===== src/video_pkg.sv =====
// Raster count types, colour types and the beam record of the video pipeline
package video_pkg;

    // One colour channel of the 12-bit output
    typedef logic [3:0] channel_t;

    typedef struct packed {
        channel_t r;
        channel_t g;
        channel_t b;
    } rgb_t;

    typedef logic [10:0] col_t;
    typedef logic [9:0]  row_t;

    // Beam state that travels with the pixels, 25 bits
    typedef struct packed {
        col_t col;
        row_t row;
        logic hsync;
        logic vsync;
        logic hblank;
        logic vblank;
    } beam_t;

    // Beam value while in reset: syncs low, both blanks high
    localparam beam_t BEAM_RESET = '{col: '0, row: '0, hsync: 1'b0, vsync: 1'b0,
                                     hblank: 1'b1, vblank: 1'b1};

endpackage


===== src/video_timing.sv =====
// Raster counters producing the registered beam position, sync and blanking
module video_timing #(
    parameter int H_ACTIVE     = 64,
    parameter int H_TOTAL      = 80,
    parameter int V_ACTIVE     = 48,
    parameter int V_TOTAL      = 56,
    parameter int H_SYNC_START = 68,
    parameter int H_SYNC_LEN   = 4,
    parameter int V_SYNC_START = 50,
    parameter int V_SYNC_LEN   = 2
) (
    input  logic               clk36m,
    input  logic               reset,
    output video_pkg::beam_t   beam
);

    video_pkg::col_t h_cnt;
    video_pkg::row_t v_cnt;

    logic h_last;
    logic v_last;

    assign h_last = (h_cnt == video_pkg::col_t'(H_TOTAL - 1));
    assign v_last = (v_cnt == video_pkg::row_t'(V_TOTAL - 1));

    // Free-running counters, the row steps at the end of each line
    always_ff @(posedge clk36m) begin
        if (reset) begin
            h_cnt <= '0;
            v_cnt <= '0;
        end else begin
            h_cnt <= h_last ? '0 : h_cnt + video_pkg::col_t'(1);
            if (h_last) begin
                v_cnt <= v_last ? '0 : v_cnt + video_pkg::row_t'(1);
            end
        end
    end

    // Decode against the raster parameters, one cycle behind the counters
    always_ff @(posedge clk36m) begin
        if (reset) begin
            beam <= video_pkg::BEAM_RESET;
        end else begin
            beam.col    <= h_cnt;
            beam.row    <= v_cnt;
            beam.hsync  <= (h_cnt >= video_pkg::col_t'(H_SYNC_START)) &&
                           (h_cnt <  video_pkg::col_t'(H_SYNC_START + H_SYNC_LEN));
            beam.vsync  <= (v_cnt >= video_pkg::row_t'(V_SYNC_START)) &&
                           (v_cnt <  video_pkg::row_t'(V_SYNC_START + V_SYNC_LEN));
            beam.hblank <= (h_cnt >= video_pkg::col_t'(H_ACTIVE));
            beam.vblank <= (v_cnt >= video_pkg::row_t'(V_ACTIVE));
        end
    end

endmodule


===== config.mk =====
export PLATFORM = sky130hd
export DESIGN_NAME = video_timing
export DESIGN_NICKNAME = d
export VERILOG_FILES = /design/src/video_pkg.sv /design/src/video_timing.sv
export SDC_FILE = /design/constraint.sdc
export NUM_CORES = 1
export LEC_CHECK = 0
export BUFFER_PORTS_ARGS = -buffer_cell sky130_fd_sc_hd__clkbuf_2
export CORE_ASPECT_RATIO = 1.2
export CORE_MARGIN = 4
export CORE_UTILIZATION = 58
export CTS_BUF_LIST = sky130_fd_sc_hd__clkbuf_16
export DETAILED_ROUTE_END_ITERATION = 10
export PLACE_DENSITY = 0.81
export SLEW_MARGIN = 20
export SYNTH_ARGS = -nofsm -noshare
export SYNTH_HDL_FRONTEND = slang
export SYNTH_SLANG_ARGS = --single-unit
export TNS_END_PERCENT = 30

===== constraint.sdc =====
create_clock -name clk36m -period 4.76 [get_ports clk36m]
set_input_delay 0.952 -clock clk36m [delete_from_list [all_inputs] [get_ports clk36m]]
set_output_delay 0.952 -clock clk36m [all_outputs]
set_load 0.1 [all_outputs]

# Yosys cells after proc, flatten, opt, wreduce, memory -nomap -nowiden
# Cells that the tools add are included.
# op_classes
eq_ne	2
n_mux	1
n_reduce_logical	3
add_sub_neg	2
n_lt_le_gt_ge	6
# op_table
cell	count
$ge A11 B7 Y1 const B	2
$ge A10 B6 Y1 const B	2
$add A11 B1 Y11 const B	1
$eq A11 B7 Y1 const B	1
$lt A11 B7 Y1 const B	1
$add A10 B1 Y10 const B	1
$eq A10 B6 Y1 const B	1
$lt A10 B6 Y1 const B	1
$mux W10	1
$logic_and A1 B1 Y1	2
$reduce_or A2 Y1	1
# totals
out_inout_bits	25
word_cells	22
ff_bits	46
input_bits	2

# Logic depth before layout (Yosys ltp)
# logic_depth
depth_word	2
mapped_depth	6
depth_no_buf	5

# Least setup slack after synthesis
# OpenSTA, ideal clock, no wires.
# synth_timing
path_kind	reg-to-reg
from	register h_cnt[10]
to	register v_cnt[6]
path_stages_with_launch	6
setup_slack_ns	2.586
t_required_ns	4.690
setup_time_ns	0.070
path_buffers	1
t_arrival_ns	2.104
path_cell_list	dfxtp_1 or4_4 or4_1 buf_2 or4_1 a21oi_1
# synth_via
elab_chain_len	1
# synth_lines
element	line	source
start, declared	video_timing.sv:17	video_pkg::col_t h_cnt;
start signal, assigned	video_timing.sv:32	h_cnt <= h_last ? '0 : h_cnt + video_pkg::col_t'(1);
$eq A11 B7 Y1	video_timing.sv:23	assign h_last = (h_cnt == video_pkg::col_t'(H_TOTAL - 1));
end signal, assigned	video_timing.sv:34	v_cnt <= v_last ? '0 : v_cnt + video_pkg::row_t'(1);
end, declared	video_timing.sv:18	video_pkg::row_t v_cnt;
# Every way passes these cells.
# A chain may end at the register's enable or synchronous reset.

# Worst setup path after layout
# layout_timing
from	register h_cnt[8]
to	register v_cnt[6]
# Same word-level chain as after synthesis.

==> results.toml <==
[timing]
min_period_over_period_pct = 49.9
layout_setup_ws_ns = 2.39
rsz0062_at_grt = "no"
timing.fmax_mhz = 421
finalHoldViolCount = 0
worst_hold_slack_ns = 0.471
fin_skew_ns = 0.00342
finalSetupViolCount = 0
drv_slew = 0
setup_tns_ns = 0
worst_pin_slew_ns = 0.594
timing.final.crit_period_ns = 2.37
relSlewSlack_pct = 60.0

[critical_path]
cp_slowest_stage_delay_ns = 0.64
cp_common_cell = "or4_1"
cpLargestDelayFamily = "simple AND/OR/NAND/NOR gates"
cp_max_fo = 7
crit_slowest_cell = "or4_1"
critPathLaunchType = "flip-flop"
rr_worst_depth = 4
endpoint_kind = "flip-flop"
cp.required_ns = 4.96
crit_type = "reg -> reg"
cp.depth = 4
crit_path_cell_trace = "or4_4 -> or4_1 -> or4_1 -> a21oi_1"
crit_buf_inv = 0
crit_arrival_ns = 2.57

[global_routing]
grtUsageTotal_pct = 18.3
antenna_found_initial = 0
grt_max_degree = 33
grt-ovfl-total = 0
grt_first_pass_wirelength_mm = 5.31
grt_pass1_vias = 1196

[min_path]
min_path_type = "reg -> reg"
min_path_cells = 1

[clock_tree]
postCtsSetupBuffers = 0
hold_buffers = 0
clk_pin_slew_worst_paths_ns = 0.06
cts_resized = 0
cts.sinks = 46
cts_tree = "yes"
cts_buffer_depth = 2
worstSkewPairLatency_ns = 0.28
cts_root_buffer = "clkbuf_16"
cts_buffers = 5
htreeDepth = 2

[layout]
syn2layout_area_growth_pct = 15.9
fillCellCount = 209
layout.nets = 205
final_util_pct = 70.5
drive_above_1_share_pct = 16.2
antenna_cells = 0

[detailed_routing]
num_vias = 1265
vias_per_cell = 5.48
drc = 0
drtPass1Iterations = 4
drt_iter0_drc = 23
wl_per_cell_um = 13.4
postRouteAntennaNets = 0
drt-total-wl_mm = 3.10

[floorplanning]
dieArea_um2 = 3860
die_width_um = 57.4
core_um2 = 2790
io_pins = 27
chipHeight_um = 67.2
initial_utilization_pct = 60.9
rows = 21

[logic_synthesis]
yosysSeqAreaShare_pct = 54.3
ys_dominant_reg_cell = "dfxtp_1"
syn_avg_cell_area_um2 = 9.80
ys_ff_latch = 46
async_flop_share_pct = 0
syn_area_um2 = 1700
ys_warn_count = 0
synthesis.nets = 180
synth_edf_count = 0
syn_inst = 173
yosysUniqueCellTypes = 33

[place]
post-place-ws_ns = 2.47
gp_congestion = 0.889
hpwl_mm = 2.15
io_buffers = 26

[power]
power_density_nw_per_um2 = 374
total_power_uw = 734
p_leak_nw = 0.786
peakVddDrop_uv = 350

[status]
status = "finished clean"

[flow_run]
drv_cap = 0
## Yosys cell counts, types with 2 or more instances
master / count / area [um2]
buf_2: 2 / 10.0
nand2_1: 7 / 26.3
nor3_1: 2 / 10.0
ha_1: 5 / 62.6
xnor2_1: 8 / 70.1
clkbuf_1: 5 / 18.8
dfxtp_1: 46 / 921
nand3_1: 5 / 25.0
a21oi_1: 3 / 15.0
xor2_1: 4 / 35.0
inv_1: 6 / 22.5
o31ai_1: 3 / 22.5
nand4_1: 8 / 50.1
o21ai_0: 2 / 10.0
nor4_1: 5 / 31.3
nor2b_1: 17 / 106
mux2i_1: 2 / 20.0
or4_1: 5 / 37.5
nor2_1: 22 / 82.6
and3_1: 3 / 18.8
## metal layers
layer	GRT usage (%)	vias up	wire length [um]
met5	0	-	0
met4	11.0	0	89
met3	6.69	10	169
met2	30.1	36	1550
met1	20.2	584	1300
li1	-	635	-
## worst paths after layout
check / from / to / slack [ns]
setup / recovery: h_cnt[8] / v_cnt[6] / 2.39
hold / removal: h_cnt[0] / h_cnt[0] / 0.47
setup reg to reg: h_cnt[8] / v_cnt[6] / 2.39
hold reg to reg: h_cnt[0] / h_cnt[0] / 0.47
## kinds of logic after synthesis
kind of cell	count (synthesis)	synth area share, %
adders and majority gates	5	3.69
DFF	46	54.3
and+or+nand+nor	82	26.7
AOI/OAI and AO/OA	12	4.65
muxes	2	1.18
buffers and inverters	14	3.25
xor gates and xnor gates	12	6.20
## placed cells by master (no fill, tap or decap), types with 2 or more instances in the layout
master	n
nor3_1	2
ha_1	5
nand4_1	8
mux2i_1	2
clkbuf_16	5
nor2b_1	17
and3_1	3
inv_1	6
o31ai_1	3
o21ai_0	2
dfxtp_1	46
clkbuf_2	26
xnor2_1	8
nand2_1	7
xor2_1	4
a21oi_1	3
nand3_1	5
nor2_1	22
nor4_1	5
or4_1	5
## flip-flops by register name, indices dropped and copies added, names as in the netlist
name   count
h_cnt     11
v_cnt     10
beam      25
## through the flow
| step | instances | area [um2] |
|---|---|---|
| 2_1_floorplan | 173 | 1700 |
| 3_3_place_gp | 225 | 1840 |
| 3_5_place_dp | 225 | 1840 |
| 4_1_cts | 231 | 1960 |
| 5_1_grt | 231 | 1960 |
| 6_report | 231 | 1960 |
## power by group
group	leakage [nW]	internal (mW)	switching, mW	total [mW]
Sequential	0.372	0.390	0.00320	0.393
Combinational	0.351	0.00524	0.0259	0.0312
Clock	0.0632	0.186	0.124	0.310
## layout make-up
cell class / count / area (um2) / area share [%]
multi-input combinational: 113 / 719 / 36.6
tap: 34 / 42.5 / 2.17
sequential: 46 / 921 / 46.9
inverter: 6 / 22.5 / 1.15
clock buffer: 5 / 125 / 6.37
timing repair buffer: 26 / 130 / 6.62
clock inverter: 1 / 3.75 / 0.191
Power figures use the tool's default switching activity.
