[src/led_chaser.sv]
// Step timer and one-hot chaser that walks a lit LED along the row
module led_chaser #(
    parameter int LED_COUNT   = 16,
    parameter int STEP_CYCLES = 4480
) (
    input  logic                 clk36m,
    input  logic                 reset,
    output logic [LED_COUNT-1:0] lit
);

    localparam int STEP_W = $clog2(STEP_CYCLES + 1);

    logic [STEP_W-1:0] step_cnt;
    logic              step;

    // Counting 0 to STEP_CYCLES-1 gives one step every STEP_CYCLES clocks
    assign step = (step_cnt == STEP_W'(STEP_CYCLES - 1));

    always_ff @(posedge clk36m) begin
        if (reset) begin
            step_cnt <= '0;
            lit      <= LED_COUNT'(1);
        end else begin
            step_cnt <= step ? '0 : step_cnt + STEP_W'(1);
            if (step) begin
                // Rotate so the top LED hands over to LED 0
                lit <= {lit[LED_COUNT-2:0], lit[LED_COUNT-1]};
            end
            // Never leave the row dark
            if (lit == '0) begin
                lit <= LED_COUNT'(1);
            end
        end
    end

endmodule

[config.mk]
export PLATFORM = sky130hd
export DESIGN_NAME = led_chaser
export DESIGN_NICKNAME = d
export VERILOG_FILES = /design/src/led_chaser.sv
export SDC_FILE = /design/constraint.sdc
export NUM_CORES = 1
export LEC_CHECK = 0
export ABC_AREA = 0
export BUFFER_PORTS_ARGS = -buffer_cell sky130_fd_sc_hd__buf_4
export CORE_UTILIZATION = 48
export CTS_CLUSTER_SIZE = 12
export DETAILED_ROUTE_END_ITERATION = 8
export GPL_TIMING_DRIVEN = 0
export PLACE_DENSITY = 0.72
export SLEW_MARGIN = 30
export SYNTH_ARGS = -nofsm -noshare
export SYNTH_HDL_FRONTEND = slang
export SYNTH_SLANG_ARGS = --single-unit
[constraint.sdc]
create_clock -name clk36m -period 1.9 [get_ports clk36m]
set_input_delay 0.38 -clock clk36m [delete_from_list [all_inputs] [get_ports clk36m]]
set_output_delay 0.38 -clock clk36m [all_outputs]
set_load 0.02 [all_outputs]
### Word-level counts from Yosys, hierarchy flattened

Cells that the tools add are included.

| word-level totals | value |
|---|---|
| flip-flop bits (word level) | 29 |
| latch bits | 0 |
| bits in writable memories | 0 |
| memory bits (read-only) | 0 |
| input bits | 2 |
| output and inout bits | 16 |
| logic and storage cells | 7 |
| memories kept | 0 |

| cells by class | value |
|---|---|
| $add $sub $neg | 1 |
| multipliers | 0 |
| div/mod/pow operators | 0 |
| $lt $le $gt $ge | 0 |
| equality and inequality tests | 1 |
| shifts and indexed selects | 0 |
| muxes and demuxes | 0 |
| bitwise gates (word level) | 0 |
| reductions and logical operators | 3 |

Operators by type and width:

| cell | count |
|---|---|
| zero test 16 bit | 1 |
| adder 13 x 1 -> 13 bit, second input constant | 1 |
| == test 13 bit, second input constant | 1 |
| OR reduction 2 bit | 2 |

### Longest topological paths before layout

| depth | value |
|---|---|
| depth after elaboration | 2 |
| depth in mapped cells | 7 |
| mapped depth without buffers | 5 |

### Worst setup path after synthesis

No wires, ideal clock.

| timing path | value |
|---|---|
| kind | flip-flop to flip-flop |
| from | register step_cnt[0] |
| to | register lit[12] |
| library setup time | 128 ps |
| data arrival time | 1665 ps |
| path slack | 107 ps |
| stages on the path, launching flop included | 8 |
| path buffers | 2 |
| path through | dfxtp_1 ha_1 nand2_1 or4_1 buf_6 buf_8 mux2i_1 nor2_1 |

| between the ends | value |
|---|---|
| cells in the longest elaborated chain, start to end | 1 |

RTL lines:

| element | line | source |
|---|---|---|
| start: declaration | 13 | `logic [STEP_W-1:0] step_cnt;` |
| start signal: assignment | 24 | `step_cnt <= step ? '0 : step_cnt + STEP_W'(1);` |
| == test 13 bit | 17 | `assign step = (step_cnt == STEP_W'(STEP_CYCLES - 1));` |
| end signal: assignment | 27 | `lit <= {lit[LED_COUNT-2:0], lit[LED_COUNT-1]};` |
| end: declaration | 8 | `output logic [LED_COUNT-1:0] lit` |

No other way between the ends.
A chain may end at the register's enable or synchronous reset.

### Worst setup path after layout

| timing path | value |
|---|---|
| from | register step_cnt[7] |
| to | register lit[12] |

The elaborated chain is that of the path after synthesis.

==> flow_metrics.py <==
metrics = {
    "logic_synthesis": {
        "synth_top_area_frac": 0.498,
        "netlist.top_cell.by_area": "dfxtp_1",
        "syn_avg_cell_area_sq_um": 9.72,
        "netlist_top_cells_count": "29 x dfxtp_1, 28 x nor2_1, 15 x mux2i_1",
        "ys_types": 27,
        "syn_area_sq_mm": 0.00117,
        "yosysMostFrequentCell": "dfxtp_1",
        "synth_area_leaders": "dfxtp_1 50%, mux2i_1 13%, nor2_1 9.0%, xnor2_1 6.0%, nor4_1 3.2%",
        "ys_ff_latch": 29,
        "yosys_warnings": 0,
        "synthFlopType": "dfxtp_1",
        "syn_inst": 120,
        "syn-num-nets": 123,
        "synth_edf_count": 0,
        "ys_seq_area_frac": 0.498,
        "async_reset_ff_frac": 0,
    },
    "clock_tree": {
        "cts_buffer_depth": 2,
        "cts_sinks": 29,
        "h-tree-depth": 2,
        "post_cts_buffers": 0,
        "path_clk_slew_ns": 0.09,
        "cts.root.buffer_cell": "clkbuf_4",
        "ctsResizeCount": 3,
        "insertion_delay_ns": 0.32,
        "cts_tree": "built",
        "cts_buffers": 5,
        "postCtsHoldBufs": 0,
    },
    "critical_path": {
        "arrival_ns": 2.02,
        "path_common_cell": "buf_8",
        "crit_fanout": 10,
        "reg2reg_from": "step_cnt[7]$_SDFF_PP0_",
        "endpoint_kind": "flip-flop",
        "rrSetupSlack_ns": 0.09,
        "reg2reg_depth": 6,
        "cp_top_family": "simple AND/OR/NAND/NOR gates",
        "r2r_end": "lit[12]$_SDFFE_PP0N_",
        "cp-start-kind": "flip-flop",
        "required_ns": 2.11,
        "slowest_stage": "or4_4",
        "cpPeakStageDelay_ns": 0.42,
        "path_buf_inv": 2,
        "path_cells": "or3b_1 > or4_4 > buf_8 > buf_8 > mux2i_2 > nor2_1",
        "criticalPathCategory": "reg2reg",
    },
    "sta": {
        "tightestPinTransition_ns": 0.397,
        "tns_ns": 0,
        "period_share": 0.953,
        "period_minus_slack_ns": 1.81,
        "fmaxAchievable_mhz": 552,
        "slew_viol_final": 0,
        "fin_hold_ws_ns": 0.236,
        "clock_skew_ns": 0.00296,
        "setup_viol": 0,
        "rsz0062_at_grt": "no",
        "fin_ws_ns": 0.0894,
        "maxSlewHeadroom": 0.735,
        "hold_viol_final": 0,
    },
    "min_path": {
        "hold_path_depth": 2,
        "worstHoldStart": "reset",
        "min_to": "step_cnt[6]$_SDFF_PP0_",
        "hold_class": "in2reg",
    },
    "job": {
        "max-cap-violations": 0,
    },
    "detailed_routing": {
        "final_antenna_net_count": 0,
        "routed_wl_mm": 2.19,
        "vias": 910,
        "initialDrtViolationCount": 10,
        "drc": 0,
        "wl_per_cell_microns": 12.7,
        "first_pass_iters": 4,
        "vias_per_cell": 5.26,
    },
    "finish": {
        "diodes": 0,
        "utilization": 0.632,
        "num-nets-final": 147,
        "final_cells": 173,
        "ff_latch_area_sq_um": 586,
        "multiInputGateArea_sq_um": 571,
        "filler_cell_count": 216,
        "area.growth.synth_to_final_pct": 22.1,
        "layout-drive-gt1-share": 0.221,
    },
    "pwr": {
        "clockPowerShare": 0.350,
        "p_comb_frac": 0.027,
        "p_int_mw": 0.772,
        "switching_share": 0.225,
        "ir_drop_uv": 524,
        "seqPwrFrac": 0.622,
        "p_leak_nw": 0.639,
        "cellPowerDensity_mw_per_mm2": 700,
        "p_sw_mw": 0.224,
    },
    "placement": {
        "place_congestion": 0.831,
        "place_hpwl_mm": 1.46,
        "portBuffers": 17,
        "pre_cts_ws_ns": -0.0477,
        "dp_cells": 165,
    },
    "floorplan": {
        "fp-row-count": 17,
        "io_pins": 18,
        "core_sq_mm": 0.00225,
        "die_h_microns": 51.3,
        "initial_core_util": 0.517,
        "dieArea_sq_mm": 0.00263,
        "dieWidth_microns": 51.3,
    },
    "global_route": {
        "grt_max_degree": 11,
        "grt_pass1_vias": 898,
        "antenna_found_initial": 0,
        "grtUsageTotal": 0.204,
        "grt_first_pass_wirelength_mm": 3.83,
        "overflow": 0,
    },
    "run_status": {
        "outcome": "finished, final reports clean",
    },
}
[cells in the final DEF, fill, tap and decap left out]
cell type	n
dfxtp_2	1
dfxtp_1	27
o21ai_0	1
nand3_1	4
nand2b_1	1
nor2_1	28
and3_1	1
nor3_1	4
nand4_1	1
or4_4	1
xnor2_1	8
clkbuf_4	6
mux2i_2	1
or3_1	1
xor2_1	2
a211o_1	1
a21oi_1	1
mux2i_1	14
inv_1	4
nand3_4	1
nand2_1	2
nor4_1	6
a41o_1	1
buf_4	17
nand2_4	1
buf_8	2
ha_4	1
clkbuf_1	4
dfxtp_4	1
or3b_1	1
nand4bb_1	1
[layout make-up]
type                    instances  area share
multi-input cells              83       0.401
repair buffers                 17      0.0896
plain buffers                   4      0.0290
clock buffers                   8      0.0343
flip-flops and latches         29       0.411
inverters                       4      0.0105
well taps                      28      0.0246
[state kept, by name, summed over array words and instances, names as in the netlist]
register  count
lit          16
step_cnt     13
[worst max-delay path by stage]
stage | startpoint | to | slack [ns] | depth (start not counted)
2_1_floorplan | step_cnt[0]$_SDFF_PP0_ | lit[12]$_SDFFE_PP0N_ | 0.11 | 7
3_5_place_dp | step_cnt[0]$_SDFF_PP0_ | step_cnt[4]$_SDFF_PP0_ | -0.05 | 7
5_1_grt | step_cnt[7]$_SDFF_PP0_ | lit[12]$_SDFFE_PP0N_ | 0.01 | 6
4_1_cts | step_cnt[1]$_SDFF_PP0_ | lit[11]$_SDFFE_PP0N_ | 0.02 | 7
3_3_place_gp | step_cnt[0]$_SDFF_PP0_ | step_cnt[4]$_SDFF_PP0_ | -0.007 | 7
6_report | step_cnt[7]$_SDFF_PP0_ | lit[12]$_SDFFE_PP0N_ | 0.09 | 6
[metrics by stage]
| stage | cell area (sq um) | power [mW] |
|---|---|---|
| finish | 1420 | 0.996 |
| global route | 1420 | 1.04 |
| CTS | 1380 | 1.00 |
| detailed placement | 1330 | 0.656 |
| global placement | 1330 | 0.655 |
| floorplan | 1170 | 0.648 |
[routing by layer]
| metal | up-vias | GRT usage | routed length (microns) |
|---|---|---|---|
| met5 | - | 0 | 0 |
| met1 | 438 | 0.241 | 1090 |
| li1 | 454 | - | - |
| met2 | 13 | 0.311 | 988 |
| met4 | 0 | 0.149 | 41 |
| met3 | 5 | 0.0625 | 75 |
[power groups by stage]
stage	sequential [mW]	combinational, mW	clock, mW
6_report	0.620	0.0270	0.349
3_3_place_gp	0.631	0.0232	0
2_1_floorplan	0.631	0.0172	0
3_5_place_dp	0.632	0.0240	0
4_1_cts	0.618	0.0250	0.361
5_1_grt	0.621	0.0321	0.385
[cell families after synthesis]
| logic type | share of synthesized area |
|---|---|
| flip-flops | 0.498 |
| adder cells (fa/ha/maj) | 0.0107 |
| AO/OA/AOI/OAI | 0.0247 |
| multiplexers | 0.129 |
| buffers and inverters | 0.0429 |
| XOR/XNOR | 0.0751 |
| AND/OR/NAND/NOR | 0.220 |
No activity file was read; power rests on OpenSTA's default activity.
