**src/panel_pkg.sv**
```systemverilog
// Image memory word types, upload port, keyboard event record and fetch states
package panel_pkg;

    // Eight 4-bit intensities, lowest column in the lowest nibble
    typedef logic [31:0] word_t;
    typedef logic [9:0]  word_addr_t;
    typedef logic [11:0] byte_addr_t;
    typedef logic [7:0]  data_byte_t;

    localparam int IMAGE_WORDS = 2 ** $bits(word_addr_t);

    // Upload port, address bits 1..0 pick the byte lane
    typedef struct packed {
        logic       valid;
        byte_addr_t addr;
        data_byte_t data;
    } load_t;

    // Key event grouped as strobe, pressed, extended, code
    typedef struct packed {
        logic       strobe;
        logic       pressed;
        logic       extended;
        logic [7:0] code;
    } key_event_t;

    localparam logic [7:0] KEY_CR     = 8'h0D;
    localparam logic [7:0] CHAR_SPACE = 8'h20;

    typedef enum logic [1:0] {IDLE, REQ, WAIT_DROP} fetch_state_e;

endpackage

```
**src/video_pkg.sv**
```systemverilog
// Raster count types, colour types and the beam record of the video pipeline
package video_pkg;

    // One colour channel of the 12-bit output
    typedef logic [3:0] channel_t;

    typedef struct packed {
        channel_t r;
        channel_t g;
        channel_t b;
    } rgb_t;

    typedef logic [10:0] col_t;
    typedef logic [9:0]  row_t;

    // Beam state that travels with the pixels, 25 bits
    typedef struct packed {
        col_t col;
        row_t row;
        logic hsync;
        logic vsync;
        logic hblank;
        logic vblank;
    } beam_t;

    // Beam value while in reset: syncs low, both blanks high
    localparam beam_t BEAM_RESET = '{col: '0, row: '0, hsync: 1'b0, vsync: 1'b0,
                                     hblank: 1'b1, vblank: 1'b1};

endpackage

```
**src/panel_renderer.sv**
```systemverilog
// Image word prefetch, nibble unpacking to grey and the LED cell overlay
module panel_renderer #(
    parameter int H_ACTIVE  = 64,
    parameter int H_TOTAL   = 80,
    parameter int V_TOTAL   = 56,
    parameter int LED_COUNT = 16,
    parameter int LED_ROW   = 8
) (
    input  logic                  clk36m,
    input  logic                  reset,
    input  video_pkg::beam_t      beam_in,
    input  logic [LED_COUNT-1:0]  lit,
    output logic                  req,
    output panel_pkg::word_addr_t addr,
    input  logic                  ack,
    input  panel_pkg::word_t      data,
    output video_pkg::rgb_t       pixel,
    output video_pkg::beam_t      beam_out
);

    // Words per image line
    localparam int GROUPS = H_ACTIVE / 8;

    panel_pkg::fetch_state_e state;
    panel_pkg::word_t        cur_word;
    panel_pkg::word_t        next_word;

    logic                  line_fetch;
    logic                  line_start;
    logic                  group_end;
    logic                  fetch_start;
    video_pkg::row_t       next_row;
    video_pkg::row_t       fetch_row;
    video_pkg::col_t       fetch_grp;
    panel_pkg::word_addr_t fetch_addr;
    video_pkg::channel_t   shade;
    logic                  led_on;
    int                    led_idx;

    ////////////////////////////////////////
    // Fetch scheduling
    ////////////////////////////////////////

    // First hblank column fetches word 0 of the coming line, the last one
    // swaps it in and fetches word 1, each group end fetches two ahead
    always_comb begin
        line_fetch  = beam_in.hblank && beam_in.col == video_pkg::col_t'(H_ACTIVE);
        line_start  = beam_in.hblank && beam_in.col == video_pkg::col_t'(H_TOTAL - 1);
        group_end   = !beam_in.hblank && !beam_in.vblank && beam_in.col[2:0] == 3'd7;
        next_row    = (beam_in.row == video_pkg::row_t'(V_TOTAL - 1)) ?
                      '0 : beam_in.row + video_pkg::row_t'(1);
        fetch_start = 1'b0;
        fetch_row   = beam_in.row;
        fetch_grp   = '0;
        if (line_fetch) begin
            fetch_start = 1'b1;
            fetch_row   = next_row;
        end else if (line_start) begin
            fetch_start = 1'b1;
            fetch_row   = next_row;
            fetch_grp   = video_pkg::col_t'(1);
        end else if (group_end && int'(beam_in.col[10:3]) + 2 < GROUPS) begin
            fetch_start = 1'b1;
            fetch_grp   = video_pkg::col_t'(beam_in.col[10:3]) + video_pkg::col_t'(2);
        end
        fetch_addr = panel_pkg::word_addr_t'(int'(fetch_row) * GROUPS + int'(fetch_grp));
    end

    // Four-phase request, the new word lands in next_word
    always_ff @(posedge clk36m) begin
        if (reset) begin
            state <= panel_pkg::IDLE;
            req   <= 1'b0;
        end else begin
            case (state)
                panel_pkg::IDLE: begin
                    if (fetch_start) begin
                        req   <= 1'b1;
                        state <= panel_pkg::REQ;
                    end
                end
                panel_pkg::REQ: begin
                    if (ack) begin
                        req   <= 1'b0;
                        state <= panel_pkg::WAIT_DROP;
                    end
                end
                panel_pkg::WAIT_DROP: begin
                    if (!ack) begin
                        state <= panel_pkg::IDLE;
                    end
                end
                default: state <= panel_pkg::IDLE;
            endcase
        end
    end

    always_ff @(posedge clk36m) begin
        if (state == panel_pkg::IDLE && fetch_start) begin
            addr <= fetch_addr;
        end
        if (state == panel_pkg::REQ && ack) begin
            next_word <= data;
        end
        if (line_start || group_end) begin
            cur_word <= next_word;
        end
    end

    ////////////////////////////////////////
    // Pixel stage
    ////////////////////////////////////////

    always_comb begin
        shade   = video_pkg::channel_t'(cur_word >> {beam_in.col[2:0], 2'b00});
        led_idx = int'(beam_in.col[10:2]);
        led_on  = 1'b0;
        // LED cells are four columns wide and four rows high
        if (beam_in.row >= video_pkg::row_t'(LED_ROW) &&
            beam_in.row <  video_pkg::row_t'(LED_ROW + 4) && led_idx < LED_COUNT) begin
            led_on = lit[led_idx];
        end
    end

    always_ff @(posedge clk36m) begin
        if (led_on) begin
            pixel <= '{r: 4'hF, g: 4'h0, b: 4'h0};
        end else begin
            pixel <= '{r: shade, g: shade, b: shade};
        end
    end

    always_ff @(posedge clk36m) begin
        if (reset) begin
            beam_out <= video_pkg::BEAM_RESET;
        end else begin
            beam_out <= beam_in;
        end
    end

endmodule

```
**config.mk**
```make
export PLATFORM = sky130hd
export DESIGN_NAME = panel_renderer
export DESIGN_NICKNAME = d
export VERILOG_FILES = /design/src/panel_pkg.sv /design/src/video_pkg.sv /design/src/panel_renderer.sv
export SDC_FILE = /design/constraint.sdc
export NUM_CORES = 1
export LEC_CHECK = 0
export BUFFER_PORTS_ARGS = -buffer_cell sky130_fd_sc_hd__buf_2
export CAP_MARGIN = 40
export CELL_PAD_IN_SITES_DETAIL_PLACEMENT = 0
export CELL_PAD_IN_SITES_GLOBAL_PLACEMENT = 1
export CORE_MARGIN = 5
export CORE_UTILIZATION = 44
export DETAILED_ROUTE_END_ITERATION = 16
export GPL_TIMING_DRIVEN = 0
export PLACE_DENSITY = 0.85
export SYNTH_ARGS = -nofsm -noshare
export SYNTH_HDL_FRONTEND = slang
export SYNTH_SLANG_ARGS = --single-unit
```
**constraint.sdc**
```tcl
create_clock -name clk36m -period 9.1 [get_ports clk36m]
set_input_delay 1.82 -clock clk36m [delete_from_list [all_inputs] [get_ports clk36m]]
set_output_delay 1.82 -clock clk36m [all_outputs]
set_load 0.01 [all_outputs]
```
Word level (Yosys, flattened, before mapping)
Index checks and enable logic that the tools add are counted.

Add/sub/neg operators: 4. Magnitude comparators: 5. Equal/unequal tests: 9. Shift operators: 1. Multiplexer cells: 19. Reductions and logical operators: 16.

Operators by type and width (count): $shr A32 B5 Y4 (1); $mux W9 (3); $eq A11 B7 Y1 const B (2); $mux W7 (3); $add A8 B2 Y9 const B (2); $lt A9 B5 Y1 const B (2); $add A10 B10 Y10 (1); $eq A10 B6 Y1 const B (1); $ge A10 B4 Y1 const B (1); $lt A10 B4 Y1 const B (1); $logic_and A1 B1 Y1 (9); $lt A9 B4 Y1 const B (1); $add A7 B1 Y7 const B (1); $mux W1 (7); $mux W2 (3); $ne A2 B2 Y1 const B (3); $pmux W2 S3 (1); $reduce_and A3 Y1 (2); $bmux W1 S4 (1); $eq A3 B3 Y1 const B (1); $eq A2 B1 Y1 const B (1); $eq A2 B2 Y1 const B (1); $logic_not A1 Y1 (2); $logic_not A2 Y1 (1); other kinds (3) (3).

Register bits after elaboration: 110. Logic and storage cells: 67.

Longest topological paths before layout
Depth in word-level cells: 9. Depth in mapped cells: 15. Mapped depth without buffers: 14.

Worst setup path before layout
OpenSTA, ideal clock, no wires.

Path kind: in2reg. From: input port beam_in[16] in the netlist's numbering. To: register cur_word[0] (enable). Data arrival time: 4.547 ns. Required time: 8.630 ns. Path slack: 4.083 ns. Stages: 3. Buffers on the path: 1. Path through: buf_2 -> nand3_1 -> o31ai_1.

Cells in the longest elaborated chain, start to end: 3. Elaborated cells between the ends (all ways): 5.

RTL lines: from (decl) (RTL line panel_renderer.sv:11) `input video_pkg::beam_t beam_in,`; $eq A11 B7 Y1 / $eq A3 B3 Y1 (equally long branches) (RTL line panel_renderer.sv:48, panel_renderer.sv:49); $logic_and A1 B1 Y1, on equally long branches (RTL line panel_renderer.sv:48, panel_renderer.sv:49); $logic_or A1 B1 Y1 * (RTL line panel_renderer.sv:105) `if (line_start || group_end) begin`; to (signal assigned) (RTL line panel_renderer.sv:106) `cur_word <= next_word;`; to (decl) (RTL line panel_renderer.sv:25) `panel_pkg::word_t cur_word;`.

Every way passes the cells marked *; elsewhere a longest branch is shown, timed or not. A chain may end at the register's enable or synchronous reset.

Final worst setup path
From: input port beam_in[14] in the netlist's numbering. To: register addr[5] (enable).

Cells in the longest elaborated chain, start to end: 7. Elaborated cells between the ends (all ways): 11.

RTL lines: $eq A3 B3 Y1 (RTL line panel_renderer.sv:49) `group_end = !beam_in.hblank && !beam_in.vblank && beam_in.col[2:0] == 3'd7;`; $logic_and A1 B1 Y1 (RTL line panel_renderer.sv:49); $logic_and A1 B1 Y1 (RTL line panel_renderer.sv:62) `end else if (group_end && int'(beam_in.col[10:3]) + 2 < GROUPS) begin`; $mux W1 (RTL line panel_renderer.sv:62); $mux W1 (RTL line panel_renderer.sv:58) `end else if (line_start) begin`; $mux W1 * (RTL line panel_renderer.sv:55) `if (line_fetch) begin`; $logic_and A1 B1 Y1 * (RTL line panel_renderer.sv:99) `if (state == panel_pkg::IDLE && fetch_start) begin`; to (signal assigned) (RTL line panel_renderer.sv:100) `addr <= fetch_addr;`; to (decl) (RTL line panel_renderer.sv:14) `output panel_pkg::word_addr_t addr,`.

Marks and branches as above.

==> impl_results.html <==
<table>
<tr><th>Metric</th><th>Value</th></tr>
<tr><th colspan="2">Yosys</th></tr>
<tr><td>Flip-flop and latch count after synthesis</td><td>110</td></tr>
<tr><td>Area share of fa/ha/maj cells after synthesis</td><td>3.432%</td></tr>
<tr><td>Distinct cell type count of the synthesized netlist</td><td>45</td></tr>
<tr><td>Leading cell types by total area after synthesis</td><td>sky130_fd_sc_hd__edfxtp_1 (53%), sky130_fd_sc_hd__dfxtp_1 (17%), sky130_fd_sc_hd__mux4_2 (5.3%)</td></tr>
<tr><td>EDFF count, synth</td><td>74</td></tr>
<tr><td>Async SR Flop Fraction</td><td>0%</td></tr>
<tr><td>Xor/xnor cell area share of the yosys netlist</td><td>1.450%</td></tr>
<tr><td>Synth Flop Type</td><td>sky130_fd_sc_hd__edfxtp_1</td></tr>
<tr><td>Average instance area after synthesis</td><td>14.89 µm²</td></tr>
<tr><td>Synth top area share</td><td>52.54%</td></tr>
<tr><td>Main combinational cell family by area after synthesis</td><td>simple AND/OR/NAND/NOR gates</td></tr>
<tr><td>Top cell type by total area after synthesis</td><td>sky130_fd_sc_hd__edfxtp_1</td></tr>
<tr><td>Basic-gate share of the synthesized area counting and, or, nand and nor cells</td><td>11.01%</td></tr>
<tr><td>Proportion of synthesized area in mux cells</td><td>7.308%</td></tr>
<tr><td>Yosys warning count</td><td>0</td></tr>
<tr><td>Synth Area in Compound Gates</td><td>4.704%</td></tr>
<tr><td>Post-synth design cell area</td><td>0.004229 mm²</td></tr>
<tr><td>Synthesized netlist cell count</td><td>284</td></tr>
<tr><td>Seq/Total Area, Yosys</td><td>69.59%</td></tr>
<tr><th colspan="2">Cells and area</th></tr>
<tr><td>Layout Area Growth over Synthesis</td><td>25.21%</td></tr>
<tr><td>Antenna Cells</td><td>0</td></tr>
<tr><td>Fraction of layout cells with a size suffix above 1</td><td>39.21%</td></tr>
<tr><td>Post-layout net count</td><td>513</td></tr>
<tr><td>Most common cell after layout, fill and taps aside</td><td>sky130_fd_sc_hd__buf_2</td></tr>
<tr><td>Leading cell types in the layout, fill and taps excluded</td><td>sky130_fd_sc_hd__buf_2 (124), sky130_fd_sc_hd__edfxtp_1 (74), sky130_fd_sc_hd__dfxtp_1 (36)</td></tr>
<tr><td>Final design instance area without fill</td><td>0.005295 mm²</td></tr>
<tr><th colspan="2">Floorplanning</th></tr>
<tr><td>Die X-Extent</td><td>108.0 µm</td></tr>
<tr><td>Number of cell rows</td><td>35</td></tr>
<tr><td>Total Die Area</td><td>0.01167 mm²</td></tr>
<tr><td>Die boundary height</td><td>108.0 µm</td></tr>
<tr><td>Initial core utilization</td><td>45.34%</td></tr>
<tr><td>Core ar.</td><td>0.009328 mm²</td></tr>
<tr><td>Number of ports placed on the die boundary</td><td>124</td></tr>
<tr><th colspan="2">Clock tree</th></tr>
<tr><td>Count of buffers added by post-CTS timing repair for setup</td><td>0</td></tr>
<tr><td>Number of buffers created by CTS</td><td>9</td></tr>
<tr><td>Sinks on the clock net</td><td>110</td></tr>
<tr><td>TritonCTS clock tree</td><td>done</td></tr>
<tr><td>Count of cells resized by post-cts repair</td><td>0</td></tr>
<tr><td>Insertion delay to the later sink of the worst-skew pair</td><td>370 ps</td></tr>
<tr><td>Number of H-tree levels</td><td>3</td></tr>
<tr><td>CTS hold repair buffers</td><td>0</td></tr>
<tr><td>CTS Buffer Depth</td><td>2</td></tr>
<tr><td>CTS Root Cell</td><td>sky130_fd_sc_hd__clkbuf_8</td></tr>
<tr><td>Clock input transition at the sequential cells of the worst setup and hold paths</td><td>110 ps</td></tr>
<tr><th colspan="2">Setup path</th></tr>
<tr><td>Capture instance of the worst register-to-register path</td><td>next_word[9]$_DFFE_PP_</td></tr>
<tr><td>Family with the most delay on the worst path</td><td>buffers and inverters</td></tr>
<tr><td>Kind of start point of the critical path</td><td>input port</td></tr>
<tr><td>Worst setup endpoint</td><td>addr[5]$_DFFE_PP_</td></tr>
<tr><td>Maximum net fanout on the critical path</td><td>10</td></tr>
<tr><td>Kind of critical path</td><td>in2reg</td></tr>
<tr><td>Reg-to-reg startpoint</td><td>state[0]$_SDFFE_PP0P_</td></tr>
<tr><td>Register-to-register setup slack</td><td>7210 ps</td></tr>
<tr><td>Beginning of the critical path</td><td>beam_in[14]</td></tr>
<tr><td>Critical path data arrival time</td><td>4670 ps</td></tr>
<tr><td>CP most frequent cell</td><td>sky130_fd_sc_hd__buf_2</td></tr>
<tr><td>Worst Reg2Reg Path Length in Cells</td><td>4</td></tr>
<tr><td>Slowest stage delay, CP</td><td>650 ps</td></tr>
<tr><td>Cell type of the slowest stage on the worst timing path</td><td>sky130_fd_sc_hd__buf_1</td></tr>
<tr><td>Critical Path, Cell by Cell</td><td>buf_2 &gt; buf_1 &gt; nand4_1 &gt; a211oi_1 &gt; clkbuf_1 &gt; nor2_1 &gt; nor3_1 &gt; buf_2</td></tr>
<tr><td>Required arrival time at the worst endpoint</td><td>9170 ps</td></tr>
<tr><td>Number of cells on the critical path</td><td>8</td></tr>
<tr><td>Crit. End Element</td><td>register</td></tr>
<tr><td>WP buf/inv</td><td>4</td></tr>
<tr><th colspan="2">STA</th></tr>
<tr><td>RSZ-0062 raised after global routing</td><td>false</td></tr>
<tr><td>Worst-case clock skew</td><td>17.24 ps</td></tr>
<tr><td>Actual transition at the worst max-transition pin</td><td>909.6 ps</td></tr>
<tr><td>Final sum of negative setup slack</td><td>0 ps</td></tr>
<tr><td>Final-report setup violation count</td><td>0</td></tr>
<tr><td>Achievable clock frequency</td><td>217.4 MHz</td></tr>
<tr><td>Share of the clock period used by the worst path</td><td>50.55%</td></tr>
<tr><td>Time the worst path needs with I/O delays and setup</td><td>4600 ps</td></tr>
<tr><td>Slew Limit Headroom</td><td>39.36%</td></tr>
<tr><td>Number of failing hold endpoints at the final stage</td><td>0</td></tr>
<tr><td>Post-route worst setup slack</td><td>4500 ps</td></tr>
<tr><td>Slew Limit Fails</td><td>0</td></tr>
<tr><th colspan="2">Placement</th></tr>
<tr><td>Final HPWL DP</td><td>6397 µm</td></tr>
<tr><td>Number of buffers added on ports</td><td>122</td></tr>
<tr><td>Dpl ws</td><td>4101 ps</td></tr>
<tr><td>Placed inst area</td><td>0.005077 mm²</td></tr>
<tr><td>Final weighted congestion of routability-driven global placement</td><td>0.8269</td></tr>
<tr><th colspan="2">GRT</th></tr>
<tr><td>Antenna violations before repair</td><td>0</td></tr>
<tr><td>GRT Util Overall</td><td>14.13%</td></tr>
<tr><td>Number of global-route vias before repair</td><td>2632</td></tr>
<tr><td>Overflow after GRT</td><td>0</td></tr>
<tr><td>Wire length of the first global-routing pass</td><td>12620 µm</td></tr>
<tr><td>Maximum number of pins on one net before global-route repair</td><td>24</td></tr>
<tr><th colspan="2">Outcome</th></tr>
<tr><td>Outcome</td><td>completed</td></tr>
<tr><th colspan="2">Detailed routing</th></tr>
<tr><td>DR vias/cell</td><td>4.809</td></tr>
<tr><td>Count of antenna-violating nets left after detailed routing</td><td>0</td></tr>
<tr><td>Starting DRT DRC Count</td><td>116</td></tr>
<tr><td>Routed via count</td><td>2693</td></tr>
<tr><td>Router iterations before antenna repair</td><td>6</td></tr>
<tr><td>Detailed-route DRC error count</td><td>0</td></tr>
<tr><td>Routed len/inst</td><td>14.76 µm</td></tr>
<tr><td>Routed WL</td><td>8267 µm</td></tr>
<tr><th colspan="2">Min path</th></tr>
<tr><td>Class of the most critical hold timing path</td><td>reg2reg</td></tr>
<tr><th colspan="2">Power</th></tr>
<tr><td>Leak pwr</td><td>2.105 nW</td></tr>
<tr><td>Ratio of total power to cell area</td><td>175.2 mW/mm²</td></tr>
<tr><td>Worst vdd rail ir drop</td><td>90.80 µV</td></tr>
<tr><th colspan="2">Flow run</th></tr>
<tr><td>Max-capacitance violation count</td><td>0</td></tr>
</table>
-- worst min path at each step --
stage / slack (ps) / to / cells past startpoint / startpoint
after floorplan: 400 / cur_word[0]$_DFFE_PP_ / 0 / next_word[0]$_DFFE_PP_
after detailed placement: 400 / cur_word[18]$_DFFE_PP_ / 0 / next_word[18]$_DFFE_PP_
after global routing: 440 / cur_word[19]$_DFFE_PP_ / 0 / next_word[19]$_DFFE_PP_
after CTS: 430 / cur_word[18]$_DFFE_PP_ / 0 / next_word[18]$_DFFE_PP_
final: 430 / cur_word[27]$_DFFE_PP_ / 0 / next_word[27]$_DFFE_PP_
after global placement: 400 / cur_word[2]$_DFFE_PP_ / 0 / next_word[2]$_DFFE_PP_
-- sequential cells by signal, indices dropped and copies added (netlist names) --
name       count
cur_word      32
next_word     32
beam_out      25
addr          10
pixel          8
state          2
req            1
-- metal layers --
layer,wire length (µm),part of all wire [%],vias up,GRT usage (%)
li1,-,-,1322,-
met1,3432,42,1273,16.92
met2,4171,50,91,24.82
met3,581,7.0,7,3.821
met4,80,0.97,0,4.418
met5,0,0,-,0
-- cells in the mapped netlist (4+ instances only) --
cell type and number:
sky130_fd_sc_hd__mux2i_1 5, sky130_fd_sc_hd__nor3_1 4, sky130_fd_sc_hd__dfxtp_1 36, sky130_fd_sc_hd__nand3_1 5, sky130_fd_sc_hd__nor2b_1 22, sky130_fd_sc_hd__buf_4 4, sky130_fd_sc_hd__inv_1 10, sky130_fd_sc_hd__nand2_1 14
sky130_fd_sc_hd__clkbuf_1 6, sky130_fd_sc_hd__o21ai_0 9, sky130_fd_sc_hd__nor2_1 19, sky130_fd_sc_hd__xnor2_1 7, sky130_fd_sc_hd__edfxtp_1 74, sky130_fd_sc_hd__mux4_2 10, sky130_fd_sc_hd__ha_1 10
-- report_power, final --
part	total (mW)	internal (mW)	switching, mW
registers	0.544	0.541	0.00243
clock network	0.300	0.114	0.186
logic	0.0842	0.0414	0.0428
total	0.928	0.696	0.232
-- stage by stage --
| step | util, % | power [mW] | cells | hold slack, ps |
|---|---|---|---|---|
| after floorplan | - | 0.6000 | 289 | 400.3 |
| after global placement | 53.82 | 0.6368 | 540 | 403.6 |
| after detailed placement | 54.43 | 0.6391 | 544 | 404.5 |
| after CTS | 56.77 | 0.9380 | 560 | 430.5 |
| after global routing | 56.77 | 0.9669 | 560 | 444.2 |
| final | 56.77 | 0.9278 | 560 | 429.6 |
-- cell type report --
type | instances | area (µm²)
Buffer | 12 | 61.31
Sequential cell | 110 | 2943
Clock inverter | 7 | 93.84
Clock buffer | 9 | 123.9
Inverter | 10 | 37.54
Multi-Input combinational cell | 157 | 1225
Timing Repair Buffer | 126 | 649.4
Tap cell | 129 | 161.4
Fill cell | 784 | 4033
-- cell families after synthesis --
group                      after synthesis
buffers and inverters                   22
other                                    2
xor gates and xnor gates                 7
DFF                                    110
and+or+nand+nor                         85
muxes                                   18
adders and majority gates               11
AOI/OAI and AO/OA                       29
No activity file was read; power rests on OpenSTA's default activity.
